<file path="src/common/isa_pkg.sv">
`default_nettype none

package isa_pkg;

  // Datapath widths of the core
  localparam int pc_w      = 12;
  localparam int sp_w      = 8;
  localparam int instr_w   = 12;
  localparam int nib_w     = 4;                  // One data word is a nibble
  localparam int mem_depth = 16;
  localparam int addr_w    = $clog2(mem_depth);

  // Memory operations are recognised by their upper eight bits
  localparam logic [7:0] op_inc_mn = 8'hF6;       // INC Mn
  localparam logic [7:0] op_dec_mn = 8'hF7;       // DEC Mn

  // Register operations use the whole word
  localparam logic [instr_w-1:0] op_inc_sp = 12'hFDB;
  localparam logic [instr_w-1:0] op_dec_sp = 12'hFCB;
  localparam logic [instr_w-1:0] op_nop    = 12'hFFB;

  // Operation kind after decode
  typedef enum logic [2:0] {
    nop,
    inc_mn,
    dec_mn,
    inc_sp,
    dec_sp,
    illegal
  } op_kind_t;

  // Memory form of the word, prefix followed by the nibble address
  typedef struct packed {
    logic [7:0]        prefix;
    logic [addr_w-1:0] addr;
  } mem_form_t;

  // The same instruction word seen either as a memory op or as a full opcode
  typedef union packed {
    mem_form_t            mem_form;
    logic [instr_w-1:0]   reg_form;
  } instr_t;

endpackage

`default_nettype wire

</file>
<file path="src/common/pipe_pkg.sv">
`default_nettype none

package pipe_pkg;

  // Fetch to decode, the raw word tagged with its PC
  typedef struct packed {
    isa_pkg::instr_t                 instr;
    logic [isa_pkg::pc_w-1:0]        pc;
  } fetch_out_t;

  // Decode to execute
  typedef struct packed {
    logic [isa_pkg::pc_w-1:0]        pc;
    isa_pkg::op_kind_t               op;
    logic [isa_pkg::addr_w-1:0]      addr;   // Zero for non-memory ops
  } decode_out_t;

  // One record per completed instruction, state as it stands afterwards
  typedef struct packed {
    logic [isa_pkg::pc_w-1:0]        pc;
    isa_pkg::op_kind_t               op;
    logic [isa_pkg::addr_w-1:0]      addr;
    logic [isa_pkg::nib_w-1:0]       wr_data;  // Zero when nothing was written
    logic [isa_pkg::sp_w-1:0]        sp;
    logic                            carry;
    logic                            zero;
    logic                            illegal_flag;
  } retire_t;

endpackage

`default_nettype wire

</file>
<file path="src/core/fetch_stage.sv">
`timescale 1ns/1ps
`default_nettype none

module fetch_stage (
  input  wire logic                 clk,
  input  wire logic                 reset,

  // Instruction words from the program source
  input  wire logic                 in_valid,
  output logic                      in_ready,
  input  wire isa_pkg::instr_t      in_instr,

  // Tagged words towards decode
  output logic                      out_valid,
  input  wire logic                 out_ready,
  output pipe_pkg::fetch_out_t      out
);

  import isa_pkg::*;
  import pipe_pkg::*;

  logic [pc_w-1:0] pc;   // Address of the next word to be accepted
  logic            in_fire;

  // The output register can take a new word when empty or when it drains now
  assign in_ready = !out_valid || out_ready;
  assign in_fire  = in_valid && in_ready;

  always_ff @(posedge clk) begin
    if (reset) begin
      out_valid <= 1'b0;
      pc        <= '0;
    end else begin
      if (in_fire) begin
        out_valid <= 1'b1;
        pc        <= pc + 1'b1;   // Wraps at 12 bits
      end else if (out_ready) begin
        out_valid <= 1'b0;
      end
    end
  end

  // Payload only moves on an accepted word
  always_ff @(posedge clk) begin
    if (in_fire) begin
      out.instr <= in_instr;
      out.pc    <= pc;
    end
  end

endmodule

`default_nettype wire

</file>
<file path="src/core/decode_stage.sv">
`timescale 1ns/1ps
`default_nettype none

module decode_stage (
  input  wire logic                   clk,
  input  wire logic                   reset,

  input  wire logic                   in_valid,
  output logic                        in_ready,
  input  wire pipe_pkg::fetch_out_t   in,

  output logic                        out_valid,
  input  wire logic                   out_ready,
  output pipe_pkg::decode_out_t       out
);

  import isa_pkg::*;
  import pipe_pkg::*;

  logic              in_fire;
  op_kind_t          dec_op;
  logic [addr_w-1:0] dec_addr;

  assign in_ready = !out_valid || out_ready;
  assign in_fire  = in_valid && in_ready;

  // Memory ops match on the prefix, the rest need the whole word
  always_comb begin
    dec_op   = illegal;
    dec_addr = '0;
    if (in.instr.mem_form.prefix == op_inc_mn) begin
      dec_op   = inc_mn;
      dec_addr = in.instr.mem_form.addr;
    end else if (in.instr.mem_form.prefix == op_dec_mn) begin
      dec_op   = dec_mn;
      dec_addr = in.instr.mem_form.addr;
    end else begin
      case (in.instr.reg_form)
        op_inc_sp: dec_op = inc_sp;
        op_dec_sp: dec_op = dec_sp;
        op_nop:    dec_op = nop;
        default:   dec_op = illegal;   // Anything else retires flagged
      endcase
    end
  end

  always_ff @(posedge clk) begin
    if (reset) begin
      out_valid <= 1'b0;
    end else begin
      if (in_fire) begin
        out_valid <= 1'b1;
      end else if (out_ready) begin
        out_valid <= 1'b0;
      end
    end
  end

  always_ff @(posedge clk) begin
    if (in_fire) begin
      out.pc   <= in.pc;
      out.op   <= dec_op;
      out.addr <= dec_addr;
    end
  end

endmodule

`default_nettype wire

</file>
<file path="src/core/execute_stage.sv">
`timescale 1ns/1ps
`default_nettype none

module execute_stage (
  input  wire logic                          clk,
  input  wire logic                          reset,

  input  wire logic                          in_valid,
  output logic                               in_ready,
  input  wire pipe_pkg::decode_out_t         in,

  // Retire records
  output logic                               out_valid,
  input  wire logic                          out_ready,
  output pipe_pkg::retire_t                  out,

  // Host preload of data memory
  input  wire logic                          host_wr_en,
  input  wire logic [isa_pkg::addr_w-1:0]    host_wr_addr,
  input  wire logic [isa_pkg::nib_w-1:0]     host_wr_data
);

  import isa_pkg::*;
  import pipe_pkg::*;

  logic [nib_w-1:0] mem [mem_depth];   // Data memory, contents survive reset

  logic [sp_w-1:0]  sp;
  logic             carry;
  logic             zero;

  logic             in_fire;
  logic [nib_w-1:0] rd_nibble;
  logic [nib_w-1:0] nx_nibble;
  logic [sp_w-1:0]  nx_sp;
  logic             nx_carry;
  logic             nx_zero;
  logic             mem_wr;

  assign in_ready = !out_valid || out_ready;
  assign in_fire  = in_valid && in_ready;

  // Read, modify and write back happen in the same cycle, so a following op
  // on the same nibble always sees the fresh value
  assign rd_nibble = mem[in.addr];

  always_comb begin
    nx_nibble = rd_nibble;
    nx_sp     = sp;
    nx_carry  = carry;
    nx_zero   = zero;
    mem_wr    = 1'b0;
    case (in.op)
      inc_mn: begin
        {nx_carry, nx_nibble} = {1'b0, rd_nibble} + 5'd1;   // Carry out of bit 3
        nx_zero               = (nx_nibble == '0);
        mem_wr                = 1'b1;
      end
      dec_mn: begin
        // Bit 4 of the difference is the borrow
        {nx_carry, nx_nibble} = {1'b0, rd_nibble} - 5'd1;
        nx_zero               = (nx_nibble == '0);
        mem_wr                = 1'b1;
      end
      inc_sp:  nx_sp = sp + 1'b1;
      dec_sp:  nx_sp = sp - 1'b1;   // 00 goes to FF
      default: ;                    // NOP and illegal leave the state alone
    endcase
  end

  // Host writes only arrive while the pipeline is idle
  always_ff @(posedge clk) begin
    if (host_wr_en) begin
      mem[host_wr_addr] <= host_wr_data;
    end
    if (in_fire && mem_wr) begin
      mem[in.addr] <= nx_nibble;
    end
  end

  always_ff @(posedge clk) begin
    if (reset) begin
      sp        <= '0;
      carry     <= 1'b0;
      zero      <= 1'b0;
      out_valid <= 1'b0;
    end else begin
      if (in_fire) begin
        sp        <= nx_sp;
        carry     <= nx_carry;
        zero      <= nx_zero;
        out_valid <= 1'b1;
      end else if (out_ready) begin
        out_valid <= 1'b0;
      end
    end
  end

  // Record of the state just after the instruction
  always_ff @(posedge clk) begin
    if (in_fire) begin
      out.pc           <= in.pc;
      out.op           <= in.op;
      out.addr         <= in.addr;
      out.wr_data      <= mem_wr ? nx_nibble : '0;
      out.sp           <= nx_sp;
      out.carry        <= nx_carry;
      out.zero         <= nx_zero;
      out.illegal_flag <= (in.op == illegal);
    end
  end

endmodule

`default_nettype wire

</file>
<file path="src/nibble_core.sv">
`timescale 1ns/1ps
`default_nettype none

module nibble_core (
  input  wire logic                          clk,
  input  wire logic                          reset,

  // Instruction stream in place of the program ROM
  input  wire logic                          instr_valid,
  output logic                               instr_ready,
  input  wire isa_pkg::instr_t               instr,

  // Retire stream
  output logic                               retire_valid,
  input  wire logic                          retire_ready,
  output pipe_pkg::retire_t                  retire,

  input  wire logic                          host_wr_en,
  input  wire logic [isa_pkg::addr_w-1:0]    host_wr_addr,
  input  wire logic [isa_pkg::nib_w-1:0]     host_wr_data
);

  import isa_pkg::*;
  import pipe_pkg::*;

  logic        fetch_valid;
  logic        fetch_ready;
  fetch_out_t  fetch_q;

  logic        dec_valid;
  logic        dec_ready;
  decode_out_t dec_q;

  fetch_stage fetch0 (
    .clk       (clk),
    .reset     (reset),
    .in_valid  (instr_valid),
    .in_ready  (instr_ready),
    .in_instr  (instr),
    .out_valid (fetch_valid),
    .out_ready (fetch_ready),
    .out       (fetch_q)
  );

  decode_stage decode0 (
    .clk       (clk),
    .reset     (reset),
    .in_valid  (fetch_valid),
    .in_ready  (fetch_ready),
    .in        (fetch_q),
    .out_valid (dec_valid),
    .out_ready (dec_ready),
    .out       (dec_q)
  );

  execute_stage execute0 (
    .clk          (clk),
    .reset        (reset),
    .in_valid     (dec_valid),
    .in_ready     (dec_ready),
    .in           (dec_q),
    .out_valid    (retire_valid),
    .out_ready    (retire_ready),
    .out          (retire),
    .host_wr_en   (host_wr_en),
    .host_wr_addr (host_wr_addr),
    .host_wr_data (host_wr_data)
  );

endmodule

`default_nettype wire

</file>
<file path="config.mk">
export PLATFORM = sky130hd
export DESIGN_NAME = nibble_core
export DESIGN_NICKNAME = d
export VERILOG_FILES = /design/src/common/isa_pkg.sv /design/src/common/pipe_pkg.sv /design/src/core/fetch_stage.sv /design/src/core/decode_stage.sv /design/src/core/execute_stage.sv /design/src/nibble_core.sv
export SDC_FILE = /design/constraint.sdc
export NUM_CORES = 1
export LEC_CHECK = 0
export BUFFER_PORTS_ARGS = -buffer_cell sky130_fd_sc_hd__buf_2
export CAP_MARGIN = 20
export CORE_ASPECT_RATIO = 0.7
export CORE_MARGIN = 2
export CORE_UTILIZATION = 46
export DETAILED_ROUTE_END_ITERATION = 6
export PLACE_DENSITY = 0.73
export SYNTH_ARGS = -nofsm -noshare
export SYNTH_HDL_FRONTEND = slang
export SYNTH_HIERARCHICAL = 1
export SYNTH_SLANG_ARGS = --single-unit
</file>
<file path="constraint.sdc">
create_clock -name clk -period 7.5 [get_ports clk]
set_input_delay 1.5 -clock clk [delete_from_list [all_inputs] [get_ports clk]]
set_output_delay 1.5 -clock clk [all_outputs]
set_load 0.01 [all_outputs]
</file>
==> qor.csv, run 1 <==
stage;metric;value;unit
floorplanning;std_cell_rows;39;
synth;yosys.area_share.simple;14.2;%
detailed_routing;drc_errors;0;
grt;overflow;0;
synth;synth_warnings;6;
setup_path;worstSetupPathType;in -> out;
clock_tree;clockBufferDepth;2;
synth;syn_nets;646;
detailed_routing;wire_per_inst;17.2;um
place;port_buffers;60;
clock_tree;cts_resized;0;
timing;hold_viol_final;0;
final_layout;drive_gt1_share;21.2;%
clock_tree;hold_buffers;0;
grt;grt_usage;18.3;%
clock_tree;cts.sinks;166;
final_layout;diodes;0;
synth;synthTopCellsByArea;edfxtp_1 (56%), dfxtp_1 (6.6%), mux4_2 (4.7%);
place;place_ws;2.98;ns
timing;fmaxAchievable;222;MHz
synth;synth_top_flop_cell;edfxtp_1;
timing;worst_slack;2.99;ns
synth;synth_top_family_by_area;simple AND/OR/NAND/NOR gates;
power;power.leakage;0.00312;uW
floorplanning;die_w;158;um
clock_tree;clk_pin_slew;0.06;ns
setup_path;worstPathArrival;3.01;ns
flow_run;maxCapViolCount;0;
synth;muxShareOfSynthArea;7.80;%
grt;grt_pass1_vias;4583;
synth;syn_area_per_cell;12.5;um^2
grt;antenna_found_initial;0;
place;hpwl;10700;um
run_status;outcome;finished clean;
detailed_routing;dr.first_iter.drc_count;510;
timing;rsz0062_at_grt;false;
final_layout;fin_area;0.00870;mm^2
clock_tree;htree_levels;4;
setup_path;crit_fanout;9;
min_path;hp-class;reg -> reg;
clock_tree;cts_tree;built;
synth;synth-edff-count;141;
clock_tree;clockRootBuffer;clkbuf_16;
synth;postSynthRegisterBits;166;
floorplanning;die_h;112;um
floorplanning;io_pins;61;
synth;syn-cell-area;0.00761;mm^2
place;placed_cell_area;0.00810;mm^2
synth;synthArstFlopShare;0;%
grt;grt_pass1_wl;24300;um
detailed_routing;vias;4964;
floorplanning;die_area;0.0176;mm^2
timing;slew_headroom;29.8;%
synth;synthCells;609;
timing;setup_violations;0;
timing;worst_pin_slew;1.05;ns
setup_path;startpoint_type;primary input;
detailed_routing;drt_pass1_iterations;5;
synth;synth_compound_area_share;8.63;%
final_layout;fillers;1330;
clock_tree;post_cts_buffers;0;
power;power;2030;uW
final_layout;nets;703;
setup_path;cp-end-kind;output pin;
timing;slew_viol_final;0;
detailed_routing;antenna_left;0;
power;p_per_area;233;mW/mm^2
place;gp_congestion;0.874;
detailed_routing;vias_per_cell;5.50;
timing;min_period_over_period;60.2;%
timing;final.min_clock_period;4.51;ns
timing;fin_setup_tns;0;ns
grt;grt_max_degree;44;
final_layout;final_common_cell;edfxtp_1;
detailed_routing;wl;15600;um
floorplanning;core;0.0162;mm^2
clock_tree;clkLatencyLatePin;0.43;ns
place;dp.cells;870;
synth;seq_area_frac_synth;62.2;%
setup_path;cp_data_required_time;6.00;ns
timing;skew;0.0105;ns
final_layout;area_delta_synth_final;14.3;%
final_layout;instances_no_fill;903;
synth;synth_area_leader_cell;edfxtp_1;
synth;synth-adder-area-share;2.07;%
final_layout;layout_common_cells;edfxtp_1 (141), nand2_1 (87), buf_2 (60);
floorplanning;start_util;46.8;%
power;vdd_ir_drop_max;0.180;mV
synth;synth_xor_area_share;2.65;%
clock_tree;cts_made_buffers;17;
synth;yosysTopAreaCellShare;55.7;%
synth;ys_types;66;
[flip-flops by register name (all words and copies together), names as in the netlist]
name	cells
execute0/mem	64
execute0/out	34
fetch0/out	24
decode0/out	19
fetch0/pc	12
execute0/sp	8
decode0/out_valid	1
execute0/carry	1
execute0/out_valid	1
execute0/zero	1
fetch0/out_valid	1
[synthesized netlist by cell type (2+ instances only)]
cell,n
nor3_1,6
or2_2,3
nor4b_2,2
xnor2_1,17
nor2b_1,8
o21bai_1,5
buf_1,3
nor4_2,2
dfxtp_1,25
or4_1,2
mux2i_1,6
nand4_1,2
nand2_1,87
o31ai_1,4
nor2_1,48
ha_1,11
clkbuf_1,19
and3_1,3
or3b_2,2
nand3_1,9
nand2b_1,9
o21ai_1,11
edfxtp_1,141
inv_1,17
mux4_2,16
and2_1,11
nor3_2,2
a21oi_1,25
mux2_2,13
nand3b_1,3
a22oi_1,4
xor2_1,6
o21ai_0,49
buf_2,3
nor3b_1,3
a21o_1,2
[path summary, 6_finish.rpt]
path                       start                   to  slack, ns  cells after the start
hold reg to reg   decode0/out[9]     execute0/out[24]       0.42                      0
setup reg to reg  decode0/out[1]  execute0/mem[15][2]       3.66                      8
hold / removal    decode0/out[9]     execute0/out[24]       0.42                      0
setup / recovery    retire_ready          instr_ready       2.99                      6
[cell families after synthesis]
group | after synthesis
AND/OR/NAND/NOR | 213
flip-flops | 166
AO/OA/AOI/OAI | 114
buffers and inverters | 44
multiplexers | 37
XOR/XNOR | 23
adder cells (fa/ha/maj) | 12
[power by group]
group          switching [uW]  internal (uW)  total (uW)
combinational            78.9           44.7         124
sequential               13.7           1030        1040
clock                     364            501         865
total                     456           1570        2030
[metal layers]
metal | wire, um | global-route usage [%] | up-vias
li1 | - | - | 2342
met1 | 6920 | 26.5 | 2349
met2 | 7030 | 27.3 | 255
met3 | 1470 | 5.72 | 18
met4 | 137 | 4.00 | 0
met5 | 0 | 0 | -
[stage by stage]
step	utilization, %	hold WS, ns
global route	53.5	0.428
finish	53.5	0.418
floorplan	-	0.400
detailed placement	49.8	0.405
global placement	49.8	0.402
CTS	53.4	0.420
[final cells by class]
cell class / instances / area, um^2 / area share (%)
Clock buffer: 18 / 439 / 5.05
Clock inverter: 13 / 146 / 1.68
Inverter: 17 / 63.8 / 0.734
Multi-Input combinational cell: 399 / 2690 / 31.0
Sequential cell: 166 / 4730 / 54.4
Tap cell: 225 / 282 / 3.24
Timing Repair Buffer: 65 / 338 / 3.88
[worst max-delay path: stages]
cell and delay (ns):
buf_2 0.09, nand2b_1 0.16, nand2b_1 0.19, nor2b_1 0.67
inv_1 0.20, buf_2 0.20
No activity file was read; power rests on OpenSTA's default activity.
==> inputs of run 2 (changes only) <==
PLACE_DENSITY = 0.75   (was 0.73)
clock period = 3.62 ns   (was 7.5 ns; I/O delays follow)
==> qor.csv, run 2 (synthesis results as in run 1) <==
stage;metric;value;unit;change
run_status;outcome;finished clean;;
timing;setup_violations;0;;unchanged
final_layout;reg.largest.list;execute0/mem (64), execute0/out (34), fetch0/out (24);;
grt;grt_usage;20.2;%;+1.9 points
clock_tree;clkLatencyLatePin;0.43;ns;about the same
clock_tree;clockBufferDepth;2;;unchanged
place;hpwl;11500;um;+8.2%
setup_path;worst-path-buf-inv;1;;-2
min_path;min_path_cells;0;;unchanged
timing;skew;0.0198;ns;+0.00930 ns
setup_path;path_cells;or3b_2 > inv_1 > ha_1 > a21o_1 > a21oi_1 > o21ai_0 > a2111oi_1 > nor2_1 > o31ai_1 > mux2_2;;
clock_tree;cts_resized;0;;unchanged
floorplanning;die_w;158;um;unchanged
timing;rsz0062_at_grt;false;;
setup_path;slowest_stage;or3b_2;;
place;port_buffers;60;;unchanged
detailed_routing;drt_pass1_iterations;5;;unchanged
grt;grt_max_degree;44;;unchanged
power;p_per_area;480;mW/mm^2;+110%
clock_tree;post_cts_buffers;0;;unchanged
grt;antenna_found_initial;0;;unchanged
timing;fin_setup_tns;0;ns;unchanged
setup_path;critical-path-max-stage-delay;0.55;ns;-0.12 ns
floorplanning;io_pins;61;;unchanged
place;place_ws;0.188;ns;-2.79 ns
detailed_routing;drc_errors;0;;unchanged
clock_tree;clk_pin_slew;0.08;ns;+0.02 ns
place;gp_congestion;0.938;;+7.3%
final_layout;drive_gt1_share;22.5;%;+1.3 points
setup_path;timing.rr.start;decode0/out[4];;
clock_tree;cts_made_buffers;17;;unchanged
floorplanning;core;0.0162;mm^2;unchanged
detailed_routing;wire_per_inst;18.4;um;+6.8%
power;vdd_ir_drop_max;0.286;mV;+59%
setup_path;cp-end-kind;register;;
clock_tree;cts_tree;built;;
timing;hold_viol_final;0;;unchanged
final_layout;diodes;0;;unchanged
final_layout;nets;712;;+1.3%
timing;worst_pin_slew;0.959;ns;-0.0870 ns
min_path;hp-start;fetch0/out[0];;
detailed_routing;dr.first_iter.drc_count;437;;-14%
timing;final.min_clock_period;3.41;ns;
grt;grt_pass1_vias;5224;;+14%
min_path;hp-class;reg -> reg;;
detailed_routing;vias;4954;;-0.20%
setup_path;cp_data_required_time;3.93;ns;-2.07 ns
grt;overflow;0;;unchanged
final_layout;layout_common_cells;edfxtp_1 (141), nand2_1 (87), buf_2 (60);;
final_layout;largest_register_ff_count;64;;unchanged
setup_path;reg2reg_depth;10;;+2
timing;worst_slack;0.209;ns;-2.78 ns
setup_path;worstPathArrival;3.72;ns;+0.71 ns
final_layout;area_delta_synth_final;15.6;%;
clock_tree;cts.sinks;166;;unchanged
timing;slew_viol_final;0;;unchanged
floorplanning;start_util;46.8;%;unchanged
detailed_routing;vias_per_cell;5.43;;-1.3%
clock_tree;clockRootBuffer;clkbuf_16;;
setup_path;worstSetupPathType;reg -> reg;;
timing;fmaxAchievable;293;MHz;
clock_tree;htree_levels;4;;unchanged
timing;min_period_over_period;94.2;%;
setup_path;r2r-end;execute0/sp[7];;
final_layout;instances_no_fill;913;;+1.1%
setup_path;r2r_setup_slack;0.21;ns;-3.45 ns
final_layout;utilization;54.1;%;+0.59 points
final_layout;final_common_cell;edfxtp_1;;
detailed_routing;antenna_left;0;;unchanged
floorplanning;die_area;0.0176;mm^2;unchanged
clock_tree;hold_buffers;0;;unchanged
timing;slew_headroom;36.1;%;+6.3 points
power;power.leakage;0.00318;uW;+2.0%
final_layout;regMostFlops;execute0/mem;;
min_path;whs_endpoint;decode0/out[7];;
detailed_routing;wl;16800;um;+8.0%
timing;hold_slack;0.422;ns;+0.00374 ns
setup_path;crit_fanout;6;;-3
place;dp.cells;881;;+1.3%
floorplanning;std_cell_rows;39;;unchanged
setup_path;path_delay_family;compound AO/OA/AOI/OAI gates;;
floorplanning;die_h;112;um;unchanged
setup_path;startpoint_type;register;;
flow_run;maxCapViolCount;0;;unchanged
grt;grt_pass1_wl;27200;um;+12%
run 2: changes by cell type in the layout (fill, tap and decap cells not counted), sizes merged:
cell / delta
buf: +9
bufinv: -2
clkbuf: -1
clkinv: +4
clkinvlp: -3
inv: +3
run 2: metal layers:
metal  global-route usage (%)  share of wire, %  vias up
met1                     27.3                44     2384
met3                     5.25               7.8       13
met4                     5.39              0.77        0
li1                         -                 -     2359
met2                     32.7                48      198
met5                        0                 0        -
run 2: worst max path at each step:
stage                    from              to  slack [ns]  depth (start not counted)
2_1_floorplan  decode0/out[5]  execute0/sp[7]        0.46                         11
3_3_place_gp   decode0/out[4]  execute0/sp[7]        0.23                         10
3_5_place_dp   decode0/out[4]  execute0/sp[7]        0.19                         10
4_1_cts        decode0/out[4]  execute0/sp[7]        0.19                         10
5_1_grt        decode0/out[4]  execute0/sp[7]        0.05                         10
6_report       decode0/out[4]  execute0/sp[7]        0.21                         10
run 2: cell type report:
class | instances | area (um^2)
timing repair buffer | 74 | 418
clock buffer | 17 | 425
fill | 1322 | 7460
tap | 225 | 282
sequential | 166 | 4730
inverter | 17 | 63.8
multi-input combinational | 399 | 2690
clock inverter | 15 | 175
run 2: where the power goes:
group | total [uW] | internal, uW | switching, uW
logic | 273 | 99.9 | 173
clock network | 1800 | 933 | 862
registers | 2150 | 2120 | 24.7
total | 4220 | 3160 | 1060
run 2: stage by stage:
stage	power, uW	area, um^2
after floorplan	2350	7610
final	4220	8790
after global routing	4350	8790
after global placement	2440	8190
after detailed placement	2460	8190
after CTS	4250	8790
